File: src/rv_decode_pkg.sv
// Shared widths, opcode and funct encodings and enums for the RV32IM decoder.
// Design and testbench refer to these by scoped name.
package rv_decode_pkg;

    typedef logic [31:0] word_t;      // Instruction, PC or immediate
    typedef logic [4:0]  reg_addr_t;
    typedef logic [6:0]  opcode_t;

    // Base opcodes
    localparam opcode_t OP_LOAD   = 7'b0000011;
    localparam opcode_t OP_STORE  = 7'b0100011;
    localparam opcode_t OP_BRANCH = 7'b1100011;
    localparam opcode_t OP_JAL    = 7'b1101111;
    localparam opcode_t OP_JALR   = 7'b1100111;
    localparam opcode_t OP_IMM    = 7'b0010011;
    localparam opcode_t OP_REG    = 7'b0110011;
    localparam opcode_t OP_LUI    = 7'b0110111;
    localparam opcode_t OP_AUIPC  = 7'b0010111;

    // funct3 for OP_IMM and OP_REG
    localparam logic [2:0] F3_ADD_SUB = 3'b000;
    localparam logic [2:0] F3_SLL     = 3'b001;
    localparam logic [2:0] F3_SLT     = 3'b010;
    localparam logic [2:0] F3_SLTU    = 3'b011;
    localparam logic [2:0] F3_XOR     = 3'b100;
    localparam logic [2:0] F3_SRL_SRA = 3'b101;
    localparam logic [2:0] F3_OR      = 3'b110;
    localparam logic [2:0] F3_AND     = 3'b111;

    // funct3 for BRANCH
    localparam logic [2:0] F3_BEQ  = 3'b000;
    localparam logic [2:0] F3_BNE  = 3'b001;
    localparam logic [2:0] F3_BLT  = 3'b100;
    localparam logic [2:0] F3_BGE  = 3'b101;
    localparam logic [2:0] F3_BLTU = 3'b110;
    localparam logic [2:0] F3_BGEU = 3'b111;

    localparam logic [6:0] FUNCT7_MULDIV = 7'b0000001;
    localparam int         ALT_BIT       = 30;  // SUB / SRA select

    // Zero encodings double as the reset and idle values
    typedef enum logic [2:0] {
        FMT_NONE = 3'd0,
        FMT_R    = 3'd1,
        FMT_I    = 3'd2,
        FMT_S    = 3'd3,
        FMT_B    = 3'd4,
        FMT_U    = 3'd5,
        FMT_J    = 3'd6
    } inst_format_e;

    typedef enum logic [2:0] {
        UNIT_NONE   = 3'd0,
        UNIT_ALU    = 3'd1,
        UNIT_MULDIV = 3'd2,
        UNIT_LOAD   = 3'd3,
        UNIT_STORE  = 3'd4,
        UNIT_BRANCH = 3'd5
    } exec_unit_e;

    typedef enum logic [4:0] {
        ALU_ADD, ALU_SUB, ALU_SLL, ALU_SLT, ALU_SLTU, ALU_XOR,
        ALU_SRL, ALU_SRA, ALU_OR, ALU_AND,
        ALU_COPY_A,  // mv, passes rs1
        ALU_COPY_B,  // lui, passes the immediate
        ALU_MUL, ALU_MULH, ALU_MULHSU, ALU_MULHU,
        ALU_DIV, ALU_DIVU, ALU_REM, ALU_REMU
    } alu_op_e;

    typedef enum logic [2:0] {
        BRANCH_EQ, BRANCH_NE, BRANCH_LT, BRANCH_GE, BRANCH_LTU, BRANCH_GEU
    } branch_op_e;

endpackage

File: src/alu_op_decode.sv
// Picks the ALU and branch operations from funct3/funct7, covering mv,
// lui/auipc and the M extension. Flags mul/div when the unit is absent.
`timescale 1ns/10ps

module alu_op_decode #(
    parameter int HAS_MULDIV = 1
) (
    input  rv_decode_pkg::opcode_t    opcode,
    input  logic [2:0]                funct3,
    input  logic [6:0]                funct7,
    input  rv_decode_pkg::word_t      imm,
    output rv_decode_pkg::alu_op_e    alu_op,
    output rv_decode_pkg::branch_op_e branch_op,
    output logic                      op_illegal
);

    localparam int ALT_F7 = rv_decode_pkg::ALT_BIT - 25;  // ALT_BIT within funct7

    logic alt;
    logic muldiv_enc;

    assign alt        = funct7[ALT_F7];
    assign muldiv_enc = (opcode == rv_decode_pkg::OP_REG) &&
                        (funct7 == rv_decode_pkg::FUNCT7_MULDIV);
    assign op_illegal = muldiv_enc && (HAS_MULDIV == 0);

    always_comb begin
        alu_op    = rv_decode_pkg::ALU_ADD;
        branch_op = rv_decode_pkg::BRANCH_EQ;
        case (opcode)
            rv_decode_pkg::OP_IMM, rv_decode_pkg::OP_REG: begin
                case (funct3)
                    rv_decode_pkg::F3_ADD_SUB: begin
                        if (opcode == rv_decode_pkg::OP_IMM)
                            alu_op = (imm == '0) ? rv_decode_pkg::ALU_COPY_A
                                                 : rv_decode_pkg::ALU_ADD;
                        else if (alt)
                            alu_op = rv_decode_pkg::ALU_SUB;
                    end
                    rv_decode_pkg::F3_SLL:  alu_op = rv_decode_pkg::ALU_SLL;
                    rv_decode_pkg::F3_SLT:  alu_op = rv_decode_pkg::ALU_SLT;
                    rv_decode_pkg::F3_SLTU: alu_op = rv_decode_pkg::ALU_SLTU;
                    rv_decode_pkg::F3_XOR:  alu_op = rv_decode_pkg::ALU_XOR;
                    rv_decode_pkg::F3_SRL_SRA: begin
                        alu_op = alt ? rv_decode_pkg::ALU_SRA : rv_decode_pkg::ALU_SRL;
                    end
                    rv_decode_pkg::F3_OR:   alu_op = rv_decode_pkg::ALU_OR;
                    rv_decode_pkg::F3_AND:  alu_op = rv_decode_pkg::ALU_AND;
                    default: ;
                endcase
                // M extension overrides the base op
                if (muldiv_enc && HAS_MULDIV != 0) begin
                    case (funct3)
                        3'b000:  alu_op = rv_decode_pkg::ALU_MUL;
                        3'b001:  alu_op = rv_decode_pkg::ALU_MULH;
                        3'b010:  alu_op = rv_decode_pkg::ALU_MULHSU;
                        3'b011:  alu_op = rv_decode_pkg::ALU_MULHU;
                        3'b100:  alu_op = rv_decode_pkg::ALU_DIV;
                        3'b101:  alu_op = rv_decode_pkg::ALU_DIVU;
                        3'b110:  alu_op = rv_decode_pkg::ALU_REM;
                        default: alu_op = rv_decode_pkg::ALU_REMU;
                    endcase
                end
            end
            rv_decode_pkg::OP_LUI: alu_op = rv_decode_pkg::ALU_COPY_B;
            rv_decode_pkg::OP_BRANCH: begin
                case (funct3)
                    rv_decode_pkg::F3_BNE:  branch_op = rv_decode_pkg::BRANCH_NE;
                    rv_decode_pkg::F3_BLT:  branch_op = rv_decode_pkg::BRANCH_LT;
                    rv_decode_pkg::F3_BGE:  branch_op = rv_decode_pkg::BRANCH_GE;
                    rv_decode_pkg::F3_BLTU: branch_op = rv_decode_pkg::BRANCH_LTU;
                    rv_decode_pkg::F3_BGEU: branch_op = rv_decode_pkg::BRANCH_GEU;
                    default:                branch_op = rv_decode_pkg::BRANCH_EQ;  // beq, reserved
                endcase
            end
            default: ;  // AUIPC adds, the rest use the defaults
        endcase
    end

endmodule

File: src/ctrl_decode.sv
// Control decode: execution unit, register file enables and the
// load/store/branch/jump flags, all derived from the opcode.
`timescale 1ns/10ps

module ctrl_decode #(
    parameter int HAS_MULDIV = 1
) (
    input  rv_decode_pkg::opcode_t    opcode,
    input  logic [6:0]                funct7,
    input  rv_decode_pkg::reg_addr_t  rd,
    output rv_decode_pkg::exec_unit_e unit,
    output logic                      rs1_en,
    output logic                      rs2_en,
    output logic                      rd_en,
    output logic                      is_load,
    output logic                      is_store,
    output logic                      is_branch,
    output logic                      is_jump
);

    logic muldiv_sel;
    logic rd_nonzero;

    assign muldiv_sel = (HAS_MULDIV != 0) && (funct7 == rv_decode_pkg::FUNCT7_MULDIV);
    assign rd_nonzero = (rd != '0);  // j and ret write no link register

    always_comb begin
        unit      = rv_decode_pkg::UNIT_NONE;
        rs1_en    = 1'b0;
        rs2_en    = 1'b0;
        rd_en     = 1'b0;
        is_load   = 1'b0;
        is_store  = 1'b0;
        is_branch = 1'b0;
        is_jump   = 1'b0;
        case (opcode)
            rv_decode_pkg::OP_IMM: begin
                unit   = rv_decode_pkg::UNIT_ALU;
                rs1_en = 1'b1;
                rd_en  = 1'b1;
            end
            rv_decode_pkg::OP_REG: begin
                unit   = muldiv_sel ? rv_decode_pkg::UNIT_MULDIV : rv_decode_pkg::UNIT_ALU;
                rs1_en = 1'b1;
                rs2_en = 1'b1;
                rd_en  = 1'b1;
            end
            rv_decode_pkg::OP_LOAD: begin
                unit    = rv_decode_pkg::UNIT_LOAD;
                rs1_en  = 1'b1;
                rd_en   = 1'b1;
                is_load = 1'b1;
            end
            rv_decode_pkg::OP_STORE: begin
                unit     = rv_decode_pkg::UNIT_STORE;
                rs1_en   = 1'b1;
                rs2_en   = 1'b1;
                is_store = 1'b1;
            end
            rv_decode_pkg::OP_BRANCH: begin
                unit      = rv_decode_pkg::UNIT_BRANCH;
                rs1_en    = 1'b1;
                rs2_en    = 1'b1;
                is_branch = 1'b1;
            end
            rv_decode_pkg::OP_JAL, rv_decode_pkg::OP_JALR: begin
                unit    = rv_decode_pkg::UNIT_BRANCH;
                rs1_en  = (opcode == rv_decode_pkg::OP_JALR);
                rd_en   = rd_nonzero;
                is_jump = 1'b1;
            end
            rv_decode_pkg::OP_LUI, rv_decode_pkg::OP_AUIPC: begin
                unit  = rv_decode_pkg::UNIT_ALU;
                rd_en = 1'b1;
            end
            default: ;  // Unsupported, everything stays cleared
        endcase
    end

endmodule

File: src/decode_stage.sv
// Single-stage RV32IM decoder top. Slices the instruction, runs the
// combinational decoders and registers all outputs one cycle later.
`timescale 1ns/10ps

module decode_stage #(
    parameter int HAS_MULDIV = 1
) (
    input  logic                      clk,
    input  logic                      rst,
    input  logic                      valid_in,
    input  rv_decode_pkg::word_t      pc_in,
    input  rv_decode_pkg::word_t      instruction_in,
    output logic                      dec_valid,
    output rv_decode_pkg::word_t      dec_pc,
    output rv_decode_pkg::reg_addr_t  dec_rs1,
    output rv_decode_pkg::reg_addr_t  dec_rs2,
    output rv_decode_pkg::reg_addr_t  dec_rd,
    output logic                      dec_rs1_en,
    output logic                      dec_rs2_en,
    output logic                      dec_rd_en,
    output rv_decode_pkg::word_t      dec_imm,
    output rv_decode_pkg::inst_format_e dec_format,
    output rv_decode_pkg::exec_unit_e dec_unit,
    output rv_decode_pkg::alu_op_e    dec_alu_op,
    output rv_decode_pkg::branch_op_e dec_branch_op,
    output logic                      dec_is_load,
    output logic                      dec_is_store,
    output logic                      dec_is_branch,
    output logic                      dec_is_jump
);

    rv_decode_pkg::opcode_t      opcode;
    rv_decode_pkg::reg_addr_t    rd, rs1, rs2;
    logic [2:0]                  funct3;
    logic [6:0]                  funct7;

    rv_decode_pkg::inst_format_e format;
    logic                        opcode_illegal;
    rv_decode_pkg::word_t        imm;
    rv_decode_pkg::exec_unit_e   unit;
    logic                        rs1_en, rs2_en, rd_en;
    logic                        is_load, is_store, is_branch, is_jump;
    rv_decode_pkg::alu_op_e      alu_op;
    rv_decode_pkg::branch_op_e   branch_op;
    logic                        op_illegal;
    logic                        legal;

    assign opcode = instruction_in[6:0];
    assign rd     = instruction_in[11:7];
    assign funct3 = instruction_in[14:12];
    assign rs1    = instruction_in[19:15];
    assign rs2    = instruction_in[24:20];
    assign funct7 = instruction_in[31:25];

    format_decode i_format_decode (
        .opcode         (opcode),
        .format         (format),
        .opcode_illegal (opcode_illegal)
    );

    imm_gen i_imm_gen (
        .instruction (instruction_in),
        .format      (format),
        .imm         (imm)
    );

    ctrl_decode #(.HAS_MULDIV(HAS_MULDIV)) i_ctrl_decode (
        .opcode    (opcode),
        .funct7    (funct7),
        .rd        (rd),
        .unit      (unit),
        .rs1_en    (rs1_en),
        .rs2_en    (rs2_en),
        .rd_en     (rd_en),
        .is_load   (is_load),
        .is_store  (is_store),
        .is_branch (is_branch),
        .is_jump   (is_jump)
    );

    alu_op_decode #(.HAS_MULDIV(HAS_MULDIV)) i_alu_op_decode (
        .opcode     (opcode),
        .funct3     (funct3),
        .funct7     (funct7),
        .imm        (imm),
        .alu_op     (alu_op),
        .branch_op  (branch_op),
        .op_illegal (op_illegal)
    );

    assign legal = valid_in && !opcode_illegal && !op_illegal;

    always_ff @(posedge clk) begin
        if (rst) begin
            dec_valid     <= 1'b0;
            dec_pc        <= '0;
            dec_rs1       <= '0;
            dec_rs2       <= '0;
            dec_rd        <= '0;
            dec_imm       <= '0;
            dec_format    <= rv_decode_pkg::FMT_NONE;
            dec_rs1_en    <= 1'b0;
            dec_rs2_en    <= 1'b0;
            dec_rd_en     <= 1'b0;
            dec_unit      <= rv_decode_pkg::UNIT_NONE;
            dec_alu_op    <= rv_decode_pkg::ALU_ADD;
            dec_branch_op <= rv_decode_pkg::BRANCH_EQ;
            dec_is_load   <= 1'b0;
            dec_is_store  <= 1'b0;
            dec_is_branch <= 1'b0;
            dec_is_jump   <= 1'b0;
        end else begin
            // Fields captured on every cycle
            dec_pc     <= pc_in;
            dec_rs1    <= rs1;
            dec_rs2    <= rs2;
            dec_rd     <= rd;
            dec_imm    <= imm;
            dec_format <= format;
            // Control masked unless a legal instruction is presented
            dec_valid     <= legal;
            dec_rs1_en    <= legal && rs1_en;
            dec_rs2_en    <= legal && rs2_en;
            dec_rd_en     <= legal && rd_en;
            dec_unit      <= legal ? unit : rv_decode_pkg::UNIT_NONE;
            dec_alu_op    <= legal ? alu_op : rv_decode_pkg::ALU_ADD;
            dec_branch_op <= legal ? branch_op : rv_decode_pkg::BRANCH_EQ;
            dec_is_load   <= legal && is_load;
            dec_is_store  <= legal && is_store;
            dec_is_branch <= legal && is_branch;
            dec_is_jump   <= legal && is_jump;
        end
    end

endmodule

File: src/format_decode.sv
// Classifies an opcode into its instruction format.
// Opcodes outside RV32IM give FMT_NONE and raise opcode_illegal.
`timescale 1ns/10ps

module format_decode (
    input  rv_decode_pkg::opcode_t      opcode,
    output rv_decode_pkg::inst_format_e format,
    output logic                        opcode_illegal
);

    always_comb begin
        opcode_illegal = 1'b0;
        case (opcode)
            rv_decode_pkg::OP_REG: begin
                format = rv_decode_pkg::FMT_R;
            end
            rv_decode_pkg::OP_LOAD,
            rv_decode_pkg::OP_IMM,
            rv_decode_pkg::OP_JALR: begin
                format = rv_decode_pkg::FMT_I;
            end
            rv_decode_pkg::OP_STORE: begin
                format = rv_decode_pkg::FMT_S;
            end
            rv_decode_pkg::OP_BRANCH: begin
                format = rv_decode_pkg::FMT_B;
            end
            rv_decode_pkg::OP_LUI,
            rv_decode_pkg::OP_AUIPC: begin
                format = rv_decode_pkg::FMT_U;
            end
            rv_decode_pkg::OP_JAL: begin
                format = rv_decode_pkg::FMT_J;
            end
            default: begin
                // SYSTEM, FP and custom opcodes land here
                format         = rv_decode_pkg::FMT_NONE;
                opcode_illegal = 1'b1;
            end
        endcase
    end

endmodule

File: src/imm_gen.sv
// Immediate generator: gathers the scattered immediate bits of each format
// and sign-extends them to 32 bits. Purely combinational.
`timescale 1ns/10ps

module imm_gen (
    input  rv_decode_pkg::word_t        instruction,
    input  rv_decode_pkg::inst_format_e format,
    output rv_decode_pkg::word_t        imm
);

    logic sign;

    assign sign = instruction[31];

    always_comb begin
        case (format)
            rv_decode_pkg::FMT_I: begin
                imm = {{20{sign}}, instruction[31:20]};
            end
            rv_decode_pkg::FMT_S: begin
                imm = {{20{sign}}, instruction[31:25], instruction[11:7]};
            end
            rv_decode_pkg::FMT_B: begin
                // Halfword aligned branch offset
                imm = {{19{sign}}, instruction[31], instruction[7],
                       instruction[30:25], instruction[11:8], 1'b0};
            end
            rv_decode_pkg::FMT_U: begin
                imm = {instruction[31:12], 12'b0};
            end
            rv_decode_pkg::FMT_J: begin
                imm = {{11{sign}}, instruction[31], instruction[19:12],
                       instruction[20], instruction[30:21], 1'b0};
            end
            default: begin
                imm = '0;  // R format and unsupported opcodes
            end
        endcase
    end

endmodule

File: config.mk
export PLATFORM = sky130hd
export DESIGN_NAME = decode_stage
export DESIGN_NICKNAME = d
export VERILOG_FILES = /design/src/rv_decode_pkg.sv /design/src/alu_op_decode.sv /design/src/ctrl_decode.sv /design/src/decode_stage.sv /design/src/format_decode.sv /design/src/imm_gen.sv
export SDC_FILE = /design/constraint.sdc
export NUM_CORES = 1
export LEC_CHECK = 0
export BUFFER_PORTS_ARGS = -buffer_cell sky130_fd_sc_hd__buf_2
export CAP_MARGIN = 25
export CORE_UTILIZATION = 49
export DETAILED_ROUTE_END_ITERATION = 12
export GPL_ROUTABILITY_DRIVEN = 0
export HOLD_SLACK_MARGIN = 0.06
export PLACE_DENSITY = 0.85
export RECOVER_POWER = 50
export SLEW_MARGIN = 20
export SYNTH_ARGS = -nofsm -noshare
export SYNTH_HDL_FRONTEND = slang
export SYNTH_SLANG_ARGS = --single-unit
File: constraint.sdc
create_clock -name clk -period 4.5 [get_ports clk]
set_input_delay 1.125 -clock clk [delete_from_list [all_inputs] [get_ports clk]]
set_output_delay 1.125 -clock clk [all_outputs]
set_load 0.02 [all_outputs]
==> summary.md, run 1 <==
| Metric | Value |
|---|---|
| Worst Hold End | `dec_pc[31]` |
| Combinational cell fraction of total power | `0.104` |
| Post-synthesis mux area share | `0.00658` |
| Power consumption | `1.63 mW` |
| Sw Share | `0.261` |
| Die Y | `85.6 um` |
| Final instance area | `4410 um^2` |
| Commonest non-fill, non-tap cell in the layout | `buf_2` |
| Xor/xnor share of the synthesized area | `0` |
| Worst-margin pin slew | `0.761 ns` |
| Total GRT Usage | `0.232` |
| DRC errors left | `0` |
| Clk buf depth | `2` |
| Starting density of the core | `0.507` |
| Setup tns final | `0 ns` |
| CTS resizes | `0` |
| CP required | `4.78 ns` |
| Vias in the first global route | `2805` |
| Fin nets | `574` |
| DRT Pass-1 Iters | `5` |
| Async SR Flop Fraction | `0` |
| Hold Vio Cnt, Final | `0` |
| Adder-cell share of the synthesized area | `0` |
| Initial DRC count | `153` |
| Max Fclk | `345 MHz` |
| Postcts setup bufs | `0` |
| Clk sinks | `101` |
| Fin crit period | `2.89 ns` |
| Number of hold buffers added after cts | `0` |
| Worst endpoint data arrival time | `3.18 ns` |
| Yosys Warn Count | `0` |
| Post-DP Area | `4290 um^2` |
| Worst hold start | `pc_in[31]` |
| CTS tree | `built` |
| Hold Path Class | `in2reg` |
| Post-Syn Nets | `414` |
| Most used DFF post-synth | `dfxtp_1` |
| Clock buffer count from CTS | `9` |
| Vias/cell | `5.29` |
| Startpoint Class | `input pin` |
| RSZ-0062 raised after global routing | `no` |
| Final Slew Violations | `0` |
| Post-synthesis cell area | `3420 um^2` |
| Kind of critical path | `in2reg` |
| Final setup violation count | `0` |
| Outcome | `finished, final reports clean` |
| Rows | `30` |
| Critical Path Source | `instruction_in[5]` |
| Via Count | `3130` |
| Relative slew slack | `0.493` |
| Initial antenna violation count | `0` |
| Register share of total power | `0.568` |
| Area delta synth->final | `28.6%` |
| Hold WS | `0.971 ns` |
| Global-route wire length before repair | `13200 um` |
| H-tree Lvls | `3` |
| Total Wirelength | `8830 um` |
| Period utilization | `0.643` |
| Dpl hpwl | `6330 um` |
| I/O Pins | `168` |
| Yosys cell types | `52` |
| Simple-gate share of the synthesized area | `0.269` |
| Post-DR wirelength/cell | `14.9 um` |
| Leak pwr | `1.92 nW` |
| Die Wd | `85.6 um` |
| MaxCap Viol Count | `0` |
| Main combinational cell family by area after synthesis | `simple AND/OR/NAND/NOR gates` |
| Net Switching | `0.424 mW` |
| Routed Antenna Nets | `0` |
| Core Footprint | `6760 um^2` |
| Clock root buffer | `clkbuf_8` |
| Most frequent cells in the layout | `buf_2, dfxtp_1, clkbuf_1` |
| Total congestion overflow | `0` |
| Maximum VDD drop | `0.201 mV` |
| Fraction of layout cells with a size suffix above 1 | `0.275` |
| Int Power | `1.20 mW` |
| CP Capture Type | `flip-flop` |
| Clock network fraction of design power | `0.327` |
| #FFs+latches synth | `101` |
| # diodes | `0` |
| Core Util, Final | `0.652` |
| CP max FO | `14` |
| Synthesized area per cell | `9.87 um^2` |
| # port buffers | `167` |
| Die area | `7330 um^2` |
| Reg clk slew, reported paths | `0.10 ns` |
| Pwr dens | `370 nW/um^2` |
| Register area share after synthesis | `0.590` |
| Largest net degree at the start of global routing | `77` |
| EDFF count, synth | `0` |
| Mapped Cells | `347` |
| Post-synthesis compound-gate area fraction | `0.106` |
| Hold path cells | `2` |
registers in the layout, summed over array words and instances, names as in the netlist:
signal,cells
dec_format,3
dec_rd_en,1
dec_is_store,1
dec_is_jump,1
dec_alu_op,5
dec_is_load,1
dec_rd,5
dec_branch_op,3
dec_pc,32
dec_imm,32
dec_rs2_en,1
dec_is_branch,1
dec_valid,1
dec_unit,3
dec_rs2,5
dec_rs1_en,1
dec_rs1,5
stage by stage:
step / setup slack, ns / instances
final: 1.61 / 592
after global routing: 1.51 / 592
after CTS: 1.86 / 592
after detailed placement: 1.52 / 576
after global placement: 1.62 / 576
after floorplan: 2.09 / 347
power groups by stage:
stage / combinational (mW) / clock (mW) / sequential, mW
after CTS: 0.173 / 0.545 / 0.925
after global routing: 0.183 / 0.587 / 0.928
final: 0.170 / 0.533 / 0.926
after floorplan: 0.0612 / 0 / 0.981
after global placement: 0.169 / 0 / 0.946
after detailed placement: 0.172 / 0 / 0.946
per-layer routing:
| layer | GRT usage | wire length (um) | up-vias |
|---|---|---|---|
| met1 | 0.272 | 3500 | 1412 |
| met5 | 0 | 0 | - |
| met2 | 0.401 | 4250 | 191 |
| met3 | 0.0626 | 854 | 30 |
| li1 | - | - | 1497 |
| met4 | 0.0939 | 221 | 0 |
logic make-up after synthesis:
logic type | after synthesis
AOI/OAI and AO/OA | 57
and+or+nand+nor | 164
muxes | 2
buffers and inverters | 23
DFF | 101
synthesized netlist by cell type (2+ instances only):
cell type | instances | area [um^2]
dfxtp_1 | 101 | 2020
nor2b_1 | 51 | 319
nand2_1 | 33 | 124
a21oi_1 | 28 | 140
nor2_1 | 28 | 105
clkbuf_1 | 15 | 56.3
nor3_1 | 9 | 45.0
and2_1 | 7 | 43.8
nand3_1 | 6 | 30.0
a22oi_1 | 5 | 37.5
a31oi_1 | 4 | 25.0
inv_1 | 4 | 15.0
nand2b_1 | 3 | 18.8
nand3b_1 | 3 | 22.5
nor4_1 | 3 | 18.8
o21ai_0 | 3 | 15.0
o32ai_1 | 3 | 26.3
buf_2 | 2 | 10.0
mux2_2 | 2 | 22.5
nand4b_1 | 2 | 17.5
nor4b_1 | 2 | 17.5
o21a_1 | 2 | 15.0
or2_2 | 2 | 12.5
worst max-delay path by stage:
stage / endpoint / slack [ns] / cells after the start
6_report: dec_alu_op[0] / 1.61 / 6
4_1_cts: dec_alu_op[0] / 1.86 / 6
3_5_place_dp: dec_alu_op[0] / 1.52 / 6
3_3_place_gp: dec_alu_op[0] / 1.62 / 6
5_1_grt: dec_alu_op[0] / 1.51 / 6
2_1_floorplan: dec_alu_op[3] / 2.09 / 5
critical path, stage by stage:
cell      delay (ns)
clkbuf_1        0.43
nand3b_1        0.25
o32ai_1         0.17
nand3_1         0.38
or4_1           0.65
o21ai_1         0.15
cell type report:
| type | instances | area, um^2 |
|---|---|---|
| clock buffer | 11 | 141 |
| clock inverter | 5 | 43.8 |
| fill | 585 | 2350 |
| inverter | 4 | 15.0 |
| multi-input combinational | 223 | 1310 |
| sequential | 101 | 2020 |
| tap | 80 | 100 |
| timing repair buffer | 168 | 777 |
Note: power is estimated with default switching activity, not from simulation.
==> inputs of run 2 (changes only) <==
CORE_UTILIZATION = 41   (was 49)
PLACE_DENSITY = 0.75   (was 0.85)
clock period = 2.5 ns   (was 4.5 ns; I/O delays follow)
==> summary.md, run 2 (synthesized netlist as in run 1, its figures left out) <==
| Metric | Value |
|---|---|
| Worst path bufs/invs | `1 (unchanged)` |
| Post-DR wirelength/cell | `14.7 um (was 14.9 um)` |
| Die area | `8720 um^2 (was 7330 um^2)` |
| Total Wirelength | `9150 um (was 8830 um)` |
| Startpoint Class | `input pin (unchanged)` |
| Setup tns final | `0 ns (unchanged)` |
| DRT Pass-1 Iters | `4 (was 5)` |
| Fin crit period | `2.21 ns` |
| CP required | `2.79 ns (was 4.78 ns)` |
| Leak pwr | `1.97 nW (was 1.92 nW)` |
| # diodes | `0 (unchanged)` |
| Area delta synth->final | `30.7% (was 28.6%)` |
| H-tree Lvls | `3 (unchanged)` |
| Postcts setup bufs | `0 (unchanged)` |
| Clock root buffer | `clkbuf_8 (unchanged)` |
| Final instance area | `4480 um^2 (was 4410 um^2)` |
| Worst endpoint data arrival time | `2.50 ns (was 3.18 ns)` |
| Hold Path Class | `in2reg (unchanged)` |
| Vias/cell | `4.91 (was 5.29)` |
| Initial DRC count | `154 (was 153)` |
| Pwr dens | `654 nW/um^2 (was 370 nW/um^2)` |
| Cell Chain, Critical Path | `clkbuf_1, and4bb_2, nand3b_1, nor3_1, mux2_2, a31oi_1 (was clkbuf_1, nand3b_1, o32ai_1, nand3_1, or4_1, o21ai_1)` |
| PnR worst setup slack | `0.288 ns (was 1.61 ns)` |
| Total congestion overflow | `0 (unchanged)` |
| Multi-input gate area | `1310 um^2 (unchanged)` |
| Starting density of the core | `0.434 (was 0.507)` |
| Fraction of layout cells with a size suffix above 1 | `0.293 (was 0.275)` |
| Hold WS | `0.460 ns (was 0.971 ns)` |
| # port buffers | `167 (unchanged)` |
| # fillers | `720 (was 585)` |
| Max Fclk | `452 MHz` |
| Pre-CTS setup slack | `0.151 ns (was 1.52 ns)` |
| Largest net degree at the start of global routing | `46 (was 77)` |
| Cell family with most CP delay | `simple AND/OR/NAND/NOR gates (unchanged)` |
| Clk buf depth | `2 (unchanged)` |
| Rows | `32 (was 30)` |
| Final Slew Violations | `0 (unchanged)` |
| Core Util, Final | `0.568 (was 0.652)` |
| Relative slew slack | `0.286 (was 0.493)` |
| Routed Antenna Nets | `0 (unchanged)` |
| I/O Pins | `168 (unchanged)` |
| CP Capture Type | `flip-flop (unchanged)` |
| Clock buffer count from CTS | `9 (unchanged)` |
| Fin nets | `581 (was 574)` |
| Most frequent cells in the layout | `buf_2, dfxtp_1, nor2b_1 (was buf_2, dfxtp_1, clkbuf_1)` |
| RSZ-0062 raised after global routing | `no (unchanged)` |
| Outcome | `finished, final reports clean (unchanged)` |
| Initial antenna violation count | `0 (unchanged)` |
| Die Wd | `93.4 um (was 85.6 um)` |
| Number of hold buffers added after cts | `0 (unchanged)` |
| Vias in the first global route | `2777 (was 2805)` |
| Via Count | `3051 (was 3130)` |
| MaxCap Viol Count | `0 (unchanged)` |
| Total GRT Usage | `0.209 (was 0.232)` |
| Post-DP Area | `4370 um^2 (was 4290 um^2)` |
| Worst-margin pin slew | `1.07 ns (was 0.761 ns)` |
| Die Y | `93.4 um (was 85.6 um)` |
| CTS tree | `built (unchanged)` |
| Hold Vio Cnt, Final | `0 (unchanged)` |
| Dpl hpwl | `6710 um (was 6330 um)` |
| Critical-path top delay cell | `and4bb_2 (was or4_1)` |
| Reg clk slew, reported paths | `0.10 ns (about the same)` |
| DRC errors left | `0 (unchanged)` |
| Regs by FF count | `dec_imm: 32 flops, dec_pc: 32 flops (unchanged)` |
| Clk sinks | `101 (unchanged)` |
| Largest stage delay on the critical path | `0.45 ns (was 0.65 ns)` |
| Core Footprint | `7890 um^2 (was 6760 um^2)` |
| CP max FO | `22 (was 14)` |
| Global-route wire length before repair | `13900 um (was 13200 um)` |
| Kind of critical path | `in2reg (unchanged)` |
| Maximum VDD drop | `0.269 mV (was 0.201 mV)` |
| Commonest non-fill, non-tap cell in the layout | `buf_2 (unchanged)` |
| Final setup violation count | `0 (unchanged)` |
| Register area | `2020 um^2 (unchanged)` |
| CTS resizes | `0 (unchanged)` |
| Period utilization | `0.885` |
run 2: changes by cell type in the layout (fill, tap and decap cells not counted), sizes merged:
cell	change
clkinv	+3
inv	+1
buf	+9
clkinvlp	-2
clkbuf	-4
run 2: where the power goes:
group | total (mW) | switching (mW) | internal, mW
Clock | 0.954 | 0.578 | 0.376
Combinational | 0.308 | 0.196 | 0.112
Sequential | 1.67 | 0.0111 | 1.65
Total | 2.93 | 0.786 | 2.14
run 2: metal layers:
layer / GRT usage / share of wire / vias to the layer above
met5: 0 / 0 / -
met4: 0.104 / 0.017 / 0
met3: 0.0520 / 0.11 / 15
met2: 0.333 / 0.47 / 174
met1: 0.263 / 0.41 / 1347
li1: - / - / 1515
run 2: layout make-up:
| class | instances | share of cell area |
|---|---|---|
| timing repair buffer | 175 | 0.184 |
| sequential | 101 | 0.452 |
| clock inverter | 7 | 0.0126 |
| tap | 102 | 0.0285 |
| inverter | 4 | 0.00335 |
| multi-input combinational | 223 | 0.292 |
| clock buffer | 9 | 0.0277 |
run 2: path summary, 6_finish.rpt:
check / startpoint / to / slack, ns / cells past startpoint
worst max-delay path: instruction_in[2] / dec_alu_op[3] / 0.29 / 6
worst min-delay path: pc_in[22] / dec_pc[22] / 0.46 / 2
run 2: per-stage QoR:
step,cells,total power [mW]
after floorplan,347,1.88
after global placement,605,2.01
after detailed placement,605,2.02
after CTS,621,2.97
after global routing,621,3.06
final,621,2.93
